**config.mk**
```make
export PLATFORM = sky130hd
export DESIGN_NAME = dnn_mem_top
export DESIGN_NICKNAME = d
export VERILOG_FILES = /design/src/rtl/dnn_pkg.sv /design/src/rtl/dnn_credit_fifo.sv /design/src/rtl/dnn_cfg_regs.sv /design/src/rtl/dnn_read_dma.sv /design/src/rtl/dnn_mac_engine.sv /design/src/rtl/dnn_write_dma.sv /design/src/rtl/dnn_mem_top.sv
export SDC_FILE = /design/constraint.sdc
export NUM_CORES = 2
export LEC_CHECK = 0
export ABC_CLOCK_PERIOD_IN_PS = 8500
export BUFFER_PORTS_ARGS = -buffer_cell sky130_fd_sc_hd__buf_2
export CORE_ASPECT_RATIO = 1.5
export CORE_MARGIN = 2
export CORE_UTILIZATION = 42
export DETAILED_ROUTE_END_ITERATION = 8
export GPL_ROUTABILITY_DRIVEN = 0
export HOLD_SLACK_MARGIN = 0.02
export PLACE_DENSITY_LB_ADDON = 0.05
export SKIP_CTS_REPAIR_TIMING = 1
export SLEW_MARGIN = 10
export SYNTH_ARGS = -nofsm -noshare
export SYNTH_HDL_FRONTEND = slang
export SYNTH_HIERARCHICAL = 1
export SYNTH_SLANG_ARGS = --single-unit
export TNS_END_PERCENT = 100
```
**constraint.sdc**
```tcl
create_clock -name clk -period 8.5 [get_ports clk]
set_input_delay 0.425 -clock clk [delete_from_list [all_inputs] [get_ports clk]]
set_output_delay 0.425 -clock clk [all_outputs]
set_load 0.1 [all_outputs]
```
**src/rtl/dnn_pkg.sv**
```systemverilog
// DNN memory subsystem package with data widths, register map and job states
`default_nettype none

package dnn_pkg;

    // Lane layout of a memory word
    localparam int LANES      = 4;
    localparam int X_BITS     = 8;
    localparam int K_BITS     = 8;
    localparam int Y_BITS     = 8;
    localparam int WORD_BITS  = LANES * X_BITS;
    localparam int SHIFT_BITS = 4;

    // Configuration register map
    typedef enum logic [2:0] {
        REG_PIX_BASE = 3'd0,
        REG_WGT_BASE = 3'd1,
        REG_OUT_BASE = 3'd2,
        REG_COUNT    = 3'd3,
        REG_SHIFT    = 3'd4,
        REG_START    = 3'd5
    } cfg_reg_e;

    typedef enum logic [1:0] {
        ST_IDLE = 2'd0,
        ST_RUN  = 2'd1,
        ST_DONE = 2'd2
    } job_state_e;

endpackage

`default_nettype wire

```
**src/rtl/dnn_credit_fifo.sv**
```systemverilog
// Credit FIFO that buffers a stream and returns one credit per pop
`default_nettype none
`timescale 1ns/100ps

module dnn_credit_fifo #(
    parameter int DEPTH = 4,
    parameter int WIDTH = 32
) (
    input  wire              clk,
    input  wire              i_rst_n,
    input  wire              i_push,
    input  wire [WIDTH-1:0]  i_data,
    input  wire              i_pop,
    output logic [WIDTH-1:0] o_data,
    output logic             o_empty,
    output logic             o_credit
);
    localparam int PTR_BITS = (DEPTH > 1) ? $clog2(DEPTH) : 1;
    localparam int CNT_BITS = $clog2(DEPTH + 1);

    logic [WIDTH-1:0]    mem [DEPTH];
    logic [PTR_BITS-1:0] wr_ptr;
    logic [PTR_BITS-1:0] rd_ptr;
    logic [CNT_BITS-1:0] level;
    logic                full;

    assign full    = (level == CNT_BITS'(DEPTH));
    assign o_empty = (level == '0);
    assign o_data  = mem[rd_ptr];

    always_ff @(posedge clk) begin
        if (i_push) begin
            mem[wr_ptr] <= i_data;
        end
    end

    always_ff @(posedge clk) begin
        if (!i_rst_n) begin
            wr_ptr   <= '0;
            rd_ptr   <= '0;
            level    <= '0;
            o_credit <= 1'b0;
        end else begin
            // Credit goes back to the sender one cycle after the pop
            o_credit <= i_pop;
            if (i_push) begin
                wr_ptr <= (wr_ptr == PTR_BITS'(DEPTH - 1)) ? '0 : wr_ptr + 1'b1;
            end
            if (i_pop) begin
                rd_ptr <= (rd_ptr == PTR_BITS'(DEPTH - 1)) ? '0 : rd_ptr + 1'b1;
            end
            level <= level + CNT_BITS'(i_push) - CNT_BITS'(i_pop);
        end
    end

    // Sender credits must keep the buffer from overflowing
    a_no_overrun: assert property (@(posedge clk) disable iff (!i_rst_n)
        !(i_push && full) && !(i_pop && o_empty))
        else $error("credit fifo overrun or underrun");

endmodule

`default_nettype wire

```
**src/rtl/dnn_cfg_regs.sv**
```systemverilog
// Configuration registers with job start pulse and job state machine
`default_nettype none
`timescale 1ns/100ps

module dnn_cfg_regs #(
    parameter int ADDR_BITS = 12
) (
    input  wire                             clk,
    input  wire                             i_rst_n,
    input  wire                             i_cfg_we,
    input  wire dnn_pkg::cfg_reg_e          i_cfg_addr,
    input  wire [dnn_pkg::WORD_BITS-1:0]    i_cfg_wdata,
    input  wire                             i_job_last,
    output logic                            o_start,
    output logic [ADDR_BITS-1:0]            o_pix_base,
    output logic [ADDR_BITS-1:0]            o_wgt_base,
    output logic [ADDR_BITS-1:0]            o_out_base,
    output logic [ADDR_BITS-1:0]            o_count,
    output logic [dnn_pkg::SHIFT_BITS-1:0]  o_shift,
    output logic                            o_busy,
    output logic                            o_done
);
    dnn_pkg::job_state_e state;

    logic [ADDR_BITS-1:0]           pix_base_q;
    logic [ADDR_BITS-1:0]           wgt_base_q;
    logic [ADDR_BITS-1:0]           out_base_q;
    logic [ADDR_BITS-1:0]           count_q;
    logic [dnn_pkg::SHIFT_BITS-1:0] shift_q;
    logic                           start_ok;

    // Start is ignored while a job runs
    assign start_ok = i_cfg_we && (i_cfg_addr == dnn_pkg::REG_START) &&
                      (state != dnn_pkg::ST_RUN);
    assign o_busy   = (state == dnn_pkg::ST_RUN);

    // Shadow copies, written at any time
    always_ff @(posedge clk) begin
        if (i_cfg_we) begin
            case (i_cfg_addr)
                dnn_pkg::REG_PIX_BASE: pix_base_q <= i_cfg_wdata[ADDR_BITS-1:0];
                dnn_pkg::REG_WGT_BASE: wgt_base_q <= i_cfg_wdata[ADDR_BITS-1:0];
                dnn_pkg::REG_OUT_BASE: out_base_q <= i_cfg_wdata[ADDR_BITS-1:0];
                dnn_pkg::REG_COUNT:    count_q    <= i_cfg_wdata[ADDR_BITS-1:0];
                dnn_pkg::REG_SHIFT:    shift_q    <= i_cfg_wdata[dnn_pkg::SHIFT_BITS-1:0];
                default:               ;
            endcase
        end
    end

    // Job parameters stay fixed for the whole job
    always_ff @(posedge clk) begin
        if (start_ok) begin
            o_pix_base <= pix_base_q;
            o_wgt_base <= wgt_base_q;
            o_out_base <= out_base_q;
            o_count    <= count_q;
            o_shift    <= shift_q;
        end
    end

    always_ff @(posedge clk) begin
        if (!i_rst_n) begin
            state   <= dnn_pkg::ST_IDLE;
            o_start <= 1'b0;
            o_done  <= 1'b0;
        end else begin
            o_start <= start_ok;
            o_done  <= i_job_last;
            case (state)
                dnn_pkg::ST_IDLE, dnn_pkg::ST_DONE: begin
                    if (start_ok) begin
                        state <= dnn_pkg::ST_RUN;
                    end
                end
                dnn_pkg::ST_RUN: begin
                    if (i_job_last) begin
                        state <= dnn_pkg::ST_DONE;
                    end
                end
                default: state <= dnn_pkg::ST_IDLE;
            endcase
        end
    end

    a_last_in_run: assert property (@(posedge clk) disable iff (!i_rst_n)
        i_job_last |-> state == dnn_pkg::ST_RUN)
        else $error("write DMA finished outside a running job");

endmodule

`default_nettype wire

```
**src/rtl/dnn_read_dma.sv**
```systemverilog
// Read DMA that fetches sequential words and streams them under credits
`default_nettype none
`timescale 1ns/100ps

module dnn_read_dma #(
    parameter int ADDR_BITS  = 12,
    parameter int FIFO_DEPTH = 4
) (
    input  wire                           clk,
    input  wire                           i_rst_n,
    input  wire                           i_start,
    input  wire [ADDR_BITS-1:0]           i_base,
    input  wire [ADDR_BITS-1:0]           i_count,
    input  wire                           i_grant,
    input  wire [dnn_pkg::WORD_BITS-1:0]  i_rdata,
    input  wire                           i_credit,
    output logic                          o_rd,
    output logic [ADDR_BITS-1:0]          o_raddr,
    output logic                          o_valid,
    output logic [dnn_pkg::WORD_BITS-1:0] o_data
);
    localparam int CRD_BITS = $clog2(FIFO_DEPTH + 1);

    logic [CRD_BITS-1:0]  credits;
    logic [ADDR_BITS-1:0] remain;
    logic                 issue;

    // A new request may follow a granted one back to back
    assign issue  = (!o_rd || i_grant) && (remain != '0) && (credits != '0);
    assign o_data = i_rdata;

    always_ff @(posedge clk) begin
        if (!i_rst_n) begin
            o_rd    <= 1'b0;
            o_valid <= 1'b0;
            remain  <= '0;
            credits <= CRD_BITS'(FIFO_DEPTH);
        end else begin
            o_valid <= o_rd && i_grant;
            if (issue) begin
                o_rd <= 1'b1;
            end else if (i_grant) begin
                o_rd <= 1'b0;
            end
            if (i_start) begin
                remain <= i_count;
            end else if (issue) begin
                remain <= remain - 1'b1;
            end
            // Credit reserved at request time
            credits <= credits - CRD_BITS'(issue) + CRD_BITS'(i_credit);
        end
    end

    always_ff @(posedge clk) begin
        if (i_start) begin
            o_raddr <= i_base;
        end else if (o_rd && i_grant) begin
            o_raddr <= o_raddr + 1'b1;
        end
    end

    a_credit_max: assert property (@(posedge clk) disable iff (!i_rst_n)
        credits <= CRD_BITS'(FIFO_DEPTH))
        else $error("receiver returned more credits than it was given");

endmodule

`default_nettype wire

```
**src/rtl/dnn_mac_engine.sv**
```systemverilog
// Lane multiply engine with shift, ReLU and saturation over two stages
`default_nettype none
`timescale 1ns/100ps

module dnn_mac_engine #(
    parameter int FIFO_DEPTH = 4
) (
    input  wire                             clk,
    input  wire                             i_rst_n,
    input  wire [dnn_pkg::SHIFT_BITS-1:0]   i_shift,
    input  wire                             i_pix_valid,
    input  wire [dnn_pkg::WORD_BITS-1:0]    i_pix_data,
    input  wire                             i_wgt_valid,
    input  wire [dnn_pkg::WORD_BITS-1:0]    i_wgt_data,
    input  wire                             i_out_credit,
    output logic                            o_pix_credit,
    output logic                            o_wgt_credit,
    output logic                            o_out_valid,
    output logic [dnn_pkg::WORD_BITS-1:0]   o_out_data
);
    localparam int P_BITS   = dnn_pkg::X_BITS + dnn_pkg::K_BITS;
    localparam int Y_BITS   = dnn_pkg::Y_BITS;
    localparam int CRD_BITS = $clog2(FIFO_DEPTH + 1);

    logic [dnn_pkg::WORD_BITS-1:0] pix_word;
    logic [dnn_pkg::WORD_BITS-1:0] wgt_word;
    logic                          pix_empty;
    logic                          wgt_empty;
    logic                          pop;
    logic [CRD_BITS-1:0]           out_credits;
    logic signed [P_BITS-1:0]      s1_prod [dnn_pkg::LANES];
    logic                          s1_valid;
    wire  [dnn_pkg::WORD_BITS-1:0] s2_word;

    dnn_credit_fifo #(.DEPTH(FIFO_DEPTH), .WIDTH(dnn_pkg::WORD_BITS)) u_pix_fifo (
        .clk      (clk),
        .i_rst_n  (i_rst_n),
        .i_push   (i_pix_valid),
        .i_data   (i_pix_data),
        .i_pop    (pop),
        .o_data   (pix_word),
        .o_empty  (pix_empty),
        .o_credit (o_pix_credit)
    );

    dnn_credit_fifo #(.DEPTH(FIFO_DEPTH), .WIDTH(dnn_pkg::WORD_BITS)) u_wgt_fifo (
        .clk      (clk),
        .i_rst_n  (i_rst_n),
        .i_push   (i_wgt_valid),
        .i_data   (i_wgt_data),
        .i_pop    (pop),
        .o_data   (wgt_word),
        .o_empty  (wgt_empty),
        .o_credit (o_wgt_credit)
    );

    // Pop only with a slot reserved downstream
    assign pop = !pix_empty && !wgt_empty && (out_credits != '0);

    always_ff @(posedge clk) begin
        if (!i_rst_n) begin
            s1_valid    <= 1'b0;
            o_out_valid <= 1'b0;
            out_credits <= CRD_BITS'(FIFO_DEPTH);
        end else begin
            s1_valid    <= pop;
            o_out_valid <= s1_valid;
            out_credits <= out_credits - CRD_BITS'(pop) + CRD_BITS'(i_out_credit);
        end
    end

    // Stage one, signed lane products
    always_ff @(posedge clk) begin
        if (pop) begin
            for (int l = 0; l < dnn_pkg::LANES; l++) begin
                s1_prod[l] <= $signed(pix_word[l*dnn_pkg::X_BITS +: dnn_pkg::X_BITS]) *
                              $signed(wgt_word[l*dnn_pkg::K_BITS +: dnn_pkg::K_BITS]);
            end
        end
        if (s1_valid) begin
            o_out_data <= s2_word;
        end
    end

    // Stage two, shift then ReLU then clamp to the top code
    for (genvar l = 0; l < dnn_pkg::LANES; l++) begin : g_lane
        logic signed [P_BITS-1:0] shifted;

        assign shifted = s1_prod[l] >>> i_shift;
        assign s2_word[l*Y_BITS +: Y_BITS] = shifted[P_BITS-1]          ? '0 :
                                             (|shifted[P_BITS-2:Y_BITS]) ? '1 :
                                             shifted[Y_BITS-1:0];
    end

endmodule

`default_nettype wire

```
**src/rtl/dnn_write_dma.sv**
```systemverilog
// Write DMA that stores stream words to sequential addresses and ends the job
`default_nettype none
`timescale 1ns/100ps

module dnn_write_dma #(
    parameter int ADDR_BITS  = 12,
    parameter int FIFO_DEPTH = 4
) (
    input  wire                           clk,
    input  wire                           i_rst_n,
    input  wire                           i_start,
    input  wire [ADDR_BITS-1:0]           i_base,
    input  wire [ADDR_BITS-1:0]           i_count,
    input  wire                           i_valid,
    input  wire [dnn_pkg::WORD_BITS-1:0]  i_data,
    input  wire                           i_grant,
    output logic                          o_credit,
    output logic                          o_we,
    output logic [ADDR_BITS-1:0]          o_waddr,
    output logic [dnn_pkg::WORD_BITS-1:0] o_wdata,
    output logic                          o_job_last
);
    logic [dnn_pkg::WORD_BITS-1:0] fifo_word;
    logic                          fifo_empty;
    logic                          pop;
    logic [ADDR_BITS-1:0]          remain;

    dnn_credit_fifo #(.DEPTH(FIFO_DEPTH), .WIDTH(dnn_pkg::WORD_BITS)) u_out_fifo (
        .clk      (clk),
        .i_rst_n  (i_rst_n),
        .i_push   (i_valid),
        .i_data   (i_data),
        .i_pop    (pop),
        .o_data   (fifo_word),
        .o_empty  (fifo_empty),
        .o_credit (o_credit)
    );

    // Refill the write register as soon as it empties
    assign pop        = !fifo_empty && (!o_we || i_grant);
    assign o_job_last = o_we && i_grant && (remain == ADDR_BITS'(1));

    always_ff @(posedge clk) begin
        if (!i_rst_n) begin
            o_we   <= 1'b0;
            remain <= '0;
        end else begin
            if (pop) begin
                o_we <= 1'b1;
            end else if (i_grant) begin
                o_we <= 1'b0;
            end
            if (i_start) begin
                remain <= i_count;
            end else if (o_we && i_grant) begin
                remain <= remain - 1'b1;
            end
        end
    end

    always_ff @(posedge clk) begin
        if (pop) begin
            o_wdata <= fifo_word;
        end
        if (i_start) begin
            o_waddr <= i_base;
        end else if (o_we && i_grant) begin
            o_waddr <= o_waddr + 1'b1;
        end
    end

    a_hold_write: assert property (@(posedge clk) disable iff (!i_rst_n)
        o_we && !i_grant |=> o_we && $stable(o_waddr) && $stable(o_wdata))
        else $error("write request changed before grant");

endmodule

`default_nettype wire

```
**src/rtl/dnn_mem_top.sv**
```systemverilog
// Memory-side top joining registers, read DMAs, MAC engine and write DMA
`default_nettype none
`timescale 1ns/100ps

module dnn_mem_top #(
    parameter int ADDR_BITS  = 12,
    parameter int FIFO_DEPTH = 4
) (
    input  wire                           clk,
    input  wire                           i_rst_n,
    input  wire                           i_cfg_we,
    input  wire dnn_pkg::cfg_reg_e        i_cfg_addr,
    input  wire [dnn_pkg::WORD_BITS-1:0]  i_cfg_wdata,
    input  wire                           i_pix_grant,
    input  wire [dnn_pkg::WORD_BITS-1:0]  i_pix_rdata,
    input  wire                           i_wgt_grant,
    input  wire [dnn_pkg::WORD_BITS-1:0]  i_wgt_rdata,
    input  wire                           i_out_grant,
    output logic                          o_pix_rd,
    output logic [ADDR_BITS-1:0]          o_pix_raddr,
    output logic                          o_wgt_rd,
    output logic [ADDR_BITS-1:0]          o_wgt_raddr,
    output logic                          o_out_we,
    output logic [ADDR_BITS-1:0]          o_out_waddr,
    output logic [dnn_pkg::WORD_BITS-1:0] o_out_wdata,
    output logic                          o_busy,
    output logic                          o_done
);
    logic                           start;
    logic [ADDR_BITS-1:0]           pix_base;
    logic [ADDR_BITS-1:0]           wgt_base;
    logic [ADDR_BITS-1:0]           out_base;
    logic [ADDR_BITS-1:0]           count;
    logic [dnn_pkg::SHIFT_BITS-1:0] shift;
    logic                           job_last;
    logic                           pix_valid;
    logic [dnn_pkg::WORD_BITS-1:0]  pix_data;
    logic                           pix_credit;
    logic                           wgt_valid;
    logic [dnn_pkg::WORD_BITS-1:0]  wgt_data;
    logic                           wgt_credit;
    logic                           out_valid;
    logic [dnn_pkg::WORD_BITS-1:0]  out_data;
    logic                           out_credit;

    dnn_cfg_regs #(.ADDR_BITS(ADDR_BITS)) u_cfg_regs (
        .clk(clk), .i_rst_n(i_rst_n),
        .i_cfg_we(i_cfg_we), .i_cfg_addr(i_cfg_addr), .i_cfg_wdata(i_cfg_wdata),
        .i_job_last(job_last), .o_start(start),
        .o_pix_base(pix_base), .o_wgt_base(wgt_base), .o_out_base(out_base),
        .o_count(count), .o_shift(shift), .o_busy(o_busy), .o_done(o_done)
    );

    dnn_read_dma #(.ADDR_BITS(ADDR_BITS), .FIFO_DEPTH(FIFO_DEPTH)) u_pix_dma (
        .clk(clk), .i_rst_n(i_rst_n), .i_start(start), .i_base(pix_base), .i_count(count),
        .i_grant(i_pix_grant), .i_rdata(i_pix_rdata), .i_credit(pix_credit),
        .o_rd(o_pix_rd), .o_raddr(o_pix_raddr), .o_valid(pix_valid), .o_data(pix_data)
    );

    dnn_read_dma #(.ADDR_BITS(ADDR_BITS), .FIFO_DEPTH(FIFO_DEPTH)) u_wgt_dma (
        .clk(clk), .i_rst_n(i_rst_n), .i_start(start), .i_base(wgt_base), .i_count(count),
        .i_grant(i_wgt_grant), .i_rdata(i_wgt_rdata), .i_credit(wgt_credit),
        .o_rd(o_wgt_rd), .o_raddr(o_wgt_raddr), .o_valid(wgt_valid), .o_data(wgt_data)
    );

    dnn_mac_engine #(.FIFO_DEPTH(FIFO_DEPTH)) u_engine (
        .clk(clk), .i_rst_n(i_rst_n), .i_shift(shift),
        .i_pix_valid(pix_valid), .i_pix_data(pix_data),
        .i_wgt_valid(wgt_valid), .i_wgt_data(wgt_data),
        .i_out_credit(out_credit), .o_pix_credit(pix_credit), .o_wgt_credit(wgt_credit),
        .o_out_valid(out_valid), .o_out_data(out_data)
    );

    dnn_write_dma #(.ADDR_BITS(ADDR_BITS), .FIFO_DEPTH(FIFO_DEPTH)) u_out_dma (
        .clk(clk), .i_rst_n(i_rst_n), .i_start(start), .i_base(out_base), .i_count(count),
        .i_valid(out_valid), .i_data(out_data), .i_grant(i_out_grant),
        .o_credit(out_credit), .o_we(o_out_we), .o_waddr(o_out_waddr),
        .o_wdata(o_out_wdata), .o_job_last(job_last)
    );

endmodule

`default_nettype wire

```
## Word level (Yosys, flattened, before mapping)

Memory sizes are Yosys's and may differ from the RTL's. A register that Yosys moved wholly into a read port is not among the register bits.
Cells that the tools add are included.

- Register bits after elaboration: 250
- Memory bits (writable): 448
- Bits of input ports: 105
- Output and inout bits: 73
- Memories: 4

Memory list:

| memory | words | width | read ports | clocked after Yosys merged registers in | wr ports | line | source |
|---|---|---|---|---|---|---|---|
| u_engine.u_pix_fifo.mem | 4 | 32 | 1 | 1 | 1 | dnn_credit_fifo.sv:21 | `logic [WIDTH-1:0] mem [DEPTH];` |
| u_engine.u_wgt_fifo.mem | 4 | 32 | 1 | 1 | 1 | dnn_credit_fifo.sv:21 |  |
| u_out_dma.u_out_fifo.mem | 4 | 32 | 1 | 1 | 1 | dnn_credit_fifo.sv:21 |  |
| u_engine.s1_prod | 4 | 16 | 4 | 0 | 4 | dnn_mac_engine.sv:31 | `logic signed [P_BITS-1:0] s1_prod [dnn_pkg::LANES];` |

- $add $sub $neg: 24
- Multiply operators: 4
- Equality and inequality tests: 17
- Shift-type cells: 4
- Mux-type cells: 43
- Reduce and logical (&&, ||, !) cells: 51

Operators with widths:

| kind | count |
|---|---|
| $mux 12 | 12 |
| $mul 8x8->16 | 4 |
| $sshr 16x4->16 | 4 |
| $add 12x1->12 const B | 3 |
| $sub 12x1->12 const B | 3 |
| $mux 8 | 4 |
| $reduce_or 7->1 | 4 |
| $mux 2 | 12 |
| $reduce_bool 12->1 | 2 |
| $add 3x1->3 | 6 |
| $sub 3x1->3 | 6 |
| $reduce_bool 2->1 | 8 |
| $eq 2x2->1 const B | 7 |
| $mux 1 | 14 |
| $logic_and 1x1->1 | 13 |
| $add 2x1->2 const B | 6 |
| $eq 12x1->1 const B | 1 |
| $logic_not 3->1 | 4 |
| $reduce_and 2->1 | 6 |
| $reduce_bool 3->1 | 3 |
| $eq 3x2->1 const B | 2 |
| $eq 3x3->1 const B | 2 |
| $logic_not 1->1 | 6 |
| $ne 2x1->1 const B | 3 |
| 6 further kinds | 8 |

## Longest topological paths before layout

- Depth in word-level cells: 6
- Mapped depth: 20
- Gate-level depth less buffers: 18

## Cells and area by module

Netlist, hierarchy kept.

Modules (own cells, without submodules):

| module | instances | cells an instance | area each (um2) | sequential area each (um2) |
|---|---|---|---|---|
| dnn_mac_engine | 1 | 1,624 | 15,775.1 | 2,982.9 |
| dnn_credit_fifo | 3 | 211 | 5,128.7 | 4,043.9 |
| dnn_read_dma | 2 | 221 | 1,935.6 | 700.7 |
| dnn_cfg_regs | 1 | 124 | 3,344.5 | 3,203.1 |
| dnn_write_dma | 1 | 195 | 2,428.6 | 1,581.5 |

## Least setup slack after synthesis

Ideal clock, no wire load.

- Kind: register -> register
- Start point: register u_engine.u_wgt_fifo.level[1]
- End point: register u_engine.out_credits[2]
- Library setup time: 0.115 ns
- Data arrival time: 7.159 ns
- Setup slack: 1.225 ns
- Cell stages (with the launch flop): 11
- Path buffers: 0
- Period minus slack after synthesis: 7.275 ns
- Cell sequence: dfxtp_1 -> nor3_1 -> nor3_1 -> ha_1 -> inv_1 -> ha_1 -> inv_1 -> fa_1 -> xor2_1 -> xnor2_1 -> nand2_1

- Word-level cells in the longest chain between the ends: 6

RTL lines:

| element | line | source |
|---|---|---|
| start: declaration | dnn_credit_fifo.sv:24 | `logic [CNT_BITS-1:0] level;` |
| start signal: assignment | dnn_credit_fifo.sv:52 | `level <= level + CNT_BITS'(i_push) - CNT_BITS'(i_pop);` |
| $logic_not 3->1 | dnn_credit_fifo.sv:28 | `assign o_empty = (level == '0);` |
| net u_engine.wgt_empty | dnn_mac_engine.sv:28 | `logic wgt_empty;` |
| $logic_not 1->1 | dnn_mac_engine.sv:58 | `assign pop = !pix_empty && !wgt_empty && (out_credits != '0);` |
| $logic_and 1x1->1 (2 in a row) | dnn_mac_engine.sv:58 |  |
| net u_engine.pop | dnn_mac_engine.sv:29 | `logic pop;` |
| $sub 3x1->3 | dnn_mac_engine.sv:68 | `out_credits <= out_credits - CRD_BITS'(pop) + CRD_BITS'(i_out_credit);` |
| $add 3x1->3 | dnn_mac_engine.sv:68 |  |
| end signal: assignment | dnn_mac_engine.sv:64 | `out_credits <= CRD_BITS'(FIFO_DEPTH);` |
| end signal: assignment | dnn_mac_engine.sv:68 |  |
| end: declaration | dnn_mac_engine.sv:30 | `logic [CRD_BITS-1:0] out_credits;` |

The timed path passes the listed nets, and every way through them passes these cells.
A chain may end at the register's enable or synchronous reset.

==> impl_metrics.env <==
export IMPL_dp_hpwl_um=60000
export IMPL_die_h_um=386
export IMPL_htree_levels=3
export IMPL_max_freq_mhz=166
export IMPL_grt_pass1_vias=24500
export IMPL_drt_vias_per_instance=5.10
export IMPL_drt_total_wl_um=82800
export IMPL_cts_root_buffer="clkbuf_16"
export IMPL_drt_first_pass_iters=5
export IMPL_yosysWarningCount=6
export IMPL_nets=3672
export IMPL_synth_simple_gate_area_share_pct=9.77
export IMPL_syn_area_per_cell_um2=13.5
export IMPL_post_route_min_period_ns=6.03
export IMPL_synthXorXnorAreaFrac_pct=2.14
export IMPL_initial_utilization_pct=42.2
export IMPL_clk_path_buf_depth=3
export IMPL_track_usage_pct=16.9
export IMPL_final_cell_mix="edfxtp_1, inv_1, fa_1"
export IMPL_hold_ws_ns=0.0380
export IMPL_tightestPinTransition_ns=1.06
export IMPL_period_share_pct=70.9
export IMPL_overflow=0
export IMPL_top_usage_layer="met2"
export IMPL_placementRows=140
export IMPL_die_w_um=259
export IMPL_use_met1_pct=20.3
export IMPL_antenna_found_initial=0
export IMPL_cts_tree="yes"
export IMPL_io_buffers=157
export IMPL_grt_max_degree=98
export IMPL_crit_type="reg2reg"
export IMPL_tns_ns=0
export IMPL_cp_max_fo=28
export IMPL_clk_pin_slew_ns=0.06
export IMPL_hp_class="in2reg"
export IMPL_drc_errors=0
export IMPL_top_level_ports=178
export IMPL_clock_sinks=738
export IMPL_skew_ns=0.0298
export IMPL_synth_fa_ha_area_share_pct=15.7
export IMPL_relSlewSlack_pct=29.2
export IMPL_synth_cells=3018
export IMPL_met3_usage_pct=2.13
export IMPL_start_kind="flop"
export IMPL_diodes=0
export IMPL_drv_cap=0
export IMPL_grt_pass1_wl_um=133000
export IMPL_maxSlewViolCount=0
export IMPL_mappedNetlistArea_um2=40800
export IMPL_synth_compound_area_share_pct=5.38
export IMPL_hold_viol_final=0
export IMPL_rsz0062_at_grt="false"
export IMPL_arrival_ns=6.34
export IMPL_num_vias=23100
export IMPL_final_common_cell="edfxtp_1"
export IMPL_synth_seq_cells=738
export IMPL_clock_latency_ns=0.64
export IMPL_synth_top_family_by_area="adder cells"
export IMPL_die_area_um2=99700
export IMPL_ant_nets=0
export IMPL_cp_end_kind="flop"
export IMPL_synth_distinct_cells=88
export IMPL_drive_gt1_share_pct=14.3
export IMPL_syn_to_final_growth_pct=11.3
export IMPL_synthesis_nets=3499
export IMPL_status="completed"
export IMPL_cp_required_ns=8.81
export IMPL_muxShareOfSynthArea_pct=8.62
export IMPL_async_flop_share_pct=0
export IMPL_synth_edff_count=652
export IMPL_use_met2_pct=31.1
export IMPL_setup_viol=0
export IMPL_wl_per_cell_um=18.3
export IMPL_drtIter0Drc=1163
export IMPL_seq_area_frac_synth_pct=52.2
export IMPL_ys_flop_type="edfxtp_1"
export IMPL_cts_made_buffers=74
export IMPL_core_area_um2=96700
-- cell families after synthesis --
group	count (synthesis)
flops	738
fa+ha+maj	376
mux	204
xor+xnor	95
buf+inv	539
compound gates	342
simple gates	724
-- registers in the layout (all words and copies together), names as in the netlist, 12 cells and up, named ones only --
| register | count |
|---|---|
| u_out_dma/o_waddr | 12 |
| u_pix_dma/o_raddr | 12 |
| u_cfg_regs/pix_base_q | 12 |
| u_cfg_regs/out_base_q | 12 |
| u_cfg_regs/wgt_base_q | 12 |
| u_engine/u_wgt_fifo/mem | 128 |
| u_cfg_regs/o_count | 12 |
| u_wgt_dma/o_raddr | 12 |
| u_engine/u_pix_fifo/mem | 128 |
| u_engine/s1_prod | 64 |
| u_cfg_regs/o_out_base | 12 |
| u_out_dma/u_out_fifo/mem | 128 |
| u_pix_dma/remain | 12 |
| u_engine/o_out_data | 32 |
| u_out_dma/o_wdata | 32 |
| u_cfg_regs/o_wgt_base | 12 |
| u_cfg_regs/o_pix_base | 12 |
| u_wgt_dma/remain | 12 |
| u_cfg_regs/count_q | 12 |
| u_out_dma/remain | 12 |
-- layer usage --
metal  up-vias  routed length (um)
li1      11000                   -
met1     11600               35200
met2       384               43500
met3       112                2410
met4         0                1800
met5         -                   0
-- per-stage QoR --
| step | setup WS (ns) | util [%] | instance area (um2) | std cells |
|---|---|---|---|---|
| global placement | 2.35 | 43.8 | 42400 | 4330 |
| floorplan | 1.23 | - | 40800 | 3018 |
| global route | 2.00 | 47.0 | 45400 | 4527 |
| finish | 2.47 | 47.0 | 45400 | 4527 |
| detailed placement | 2.33 | 43.8 | 42400 | 4330 |
| CTS | 2.31 | 46.3 | 44800 | 4464 |
-- area by class of cell --
class	count	area [um2]
timing repair buffer	248	1630
tap	1278	1600
clock buffer	90	1970
fill	8697	51300
inverter	388	1460
sequential	738	21300
multi-input combinational	1741	17000
clock inverter	44	433
-- critical path, cell delays in order, from the launching register on --
cell and delay (ns):
dfxtp_2 0.42, buf_4 0.51, mux4_1 0.84, and2_1 0.27, fa_1 0.53, inv_1 0.06
fa_1 0.53, inv_1 0.05, fa_1 0.47, inv_1 0.05, fa_1 0.47, inv_1 0.04
ha_1 0.31, o21ai_0 0.13, a21boi_0 0.17, o41ai_1 0.58, o311ai_0 0.30
-- final timing paths --
check	from	to	slack (ns)	cells after the start
hold / removal	i_pix_rdata[20]	u_engine/u_pix_fifo/mem[0][20]$_DFFE_PP_	0.04	1
setup reg to reg	flop	u_engine/s1_prod[3][14]$_DFFE_PP_	2.47	16
hold reg to reg	u_cfg_regs/count_q[4]$_DFFE_PP_	u_cfg_regs/o_count[4]$_DFFE_PP_	0.42	0
setup / recovery	flop	u_engine/s1_prod[3][14]$_DFFE_PP_	2.47	16
-- cell usage after synthesis (14+ instances only) --
cell type	n	area share, %
xnor2_1	79	1.7
a21oi_1	79	0.97
a211oi_1	19	0.35
o21a_1	16	0.29
edfxtp_1	652	48
nor3_1	33	0.40
buf_2	18	0.22
mux4_2	107	5.9
inv_1	388	3.6
ha_1	150	4.6
nor4_1	19	0.29
o21ai_0	89	1.1
buf_4	67	1.2
and2_1	202	3.1
or3_1	16	0.25
nor2b_1	42	0.64
or4_1	14	0.26
dfxtp_1	86	4.2
nor2_1	107	0.98
nand3_1	28	0.34
clkbuf_1	38	0.35
mux2i_1	66	1.6
fa_1	226	11
mux2_2	19	0.52
nand2b_1	37	0.57
a31oi_1	26	0.40
nand2_1	165	1.5
Power is not shown: default switching activity piles up to over one toggle a cycle in this logic, so the estimate is an artifact.
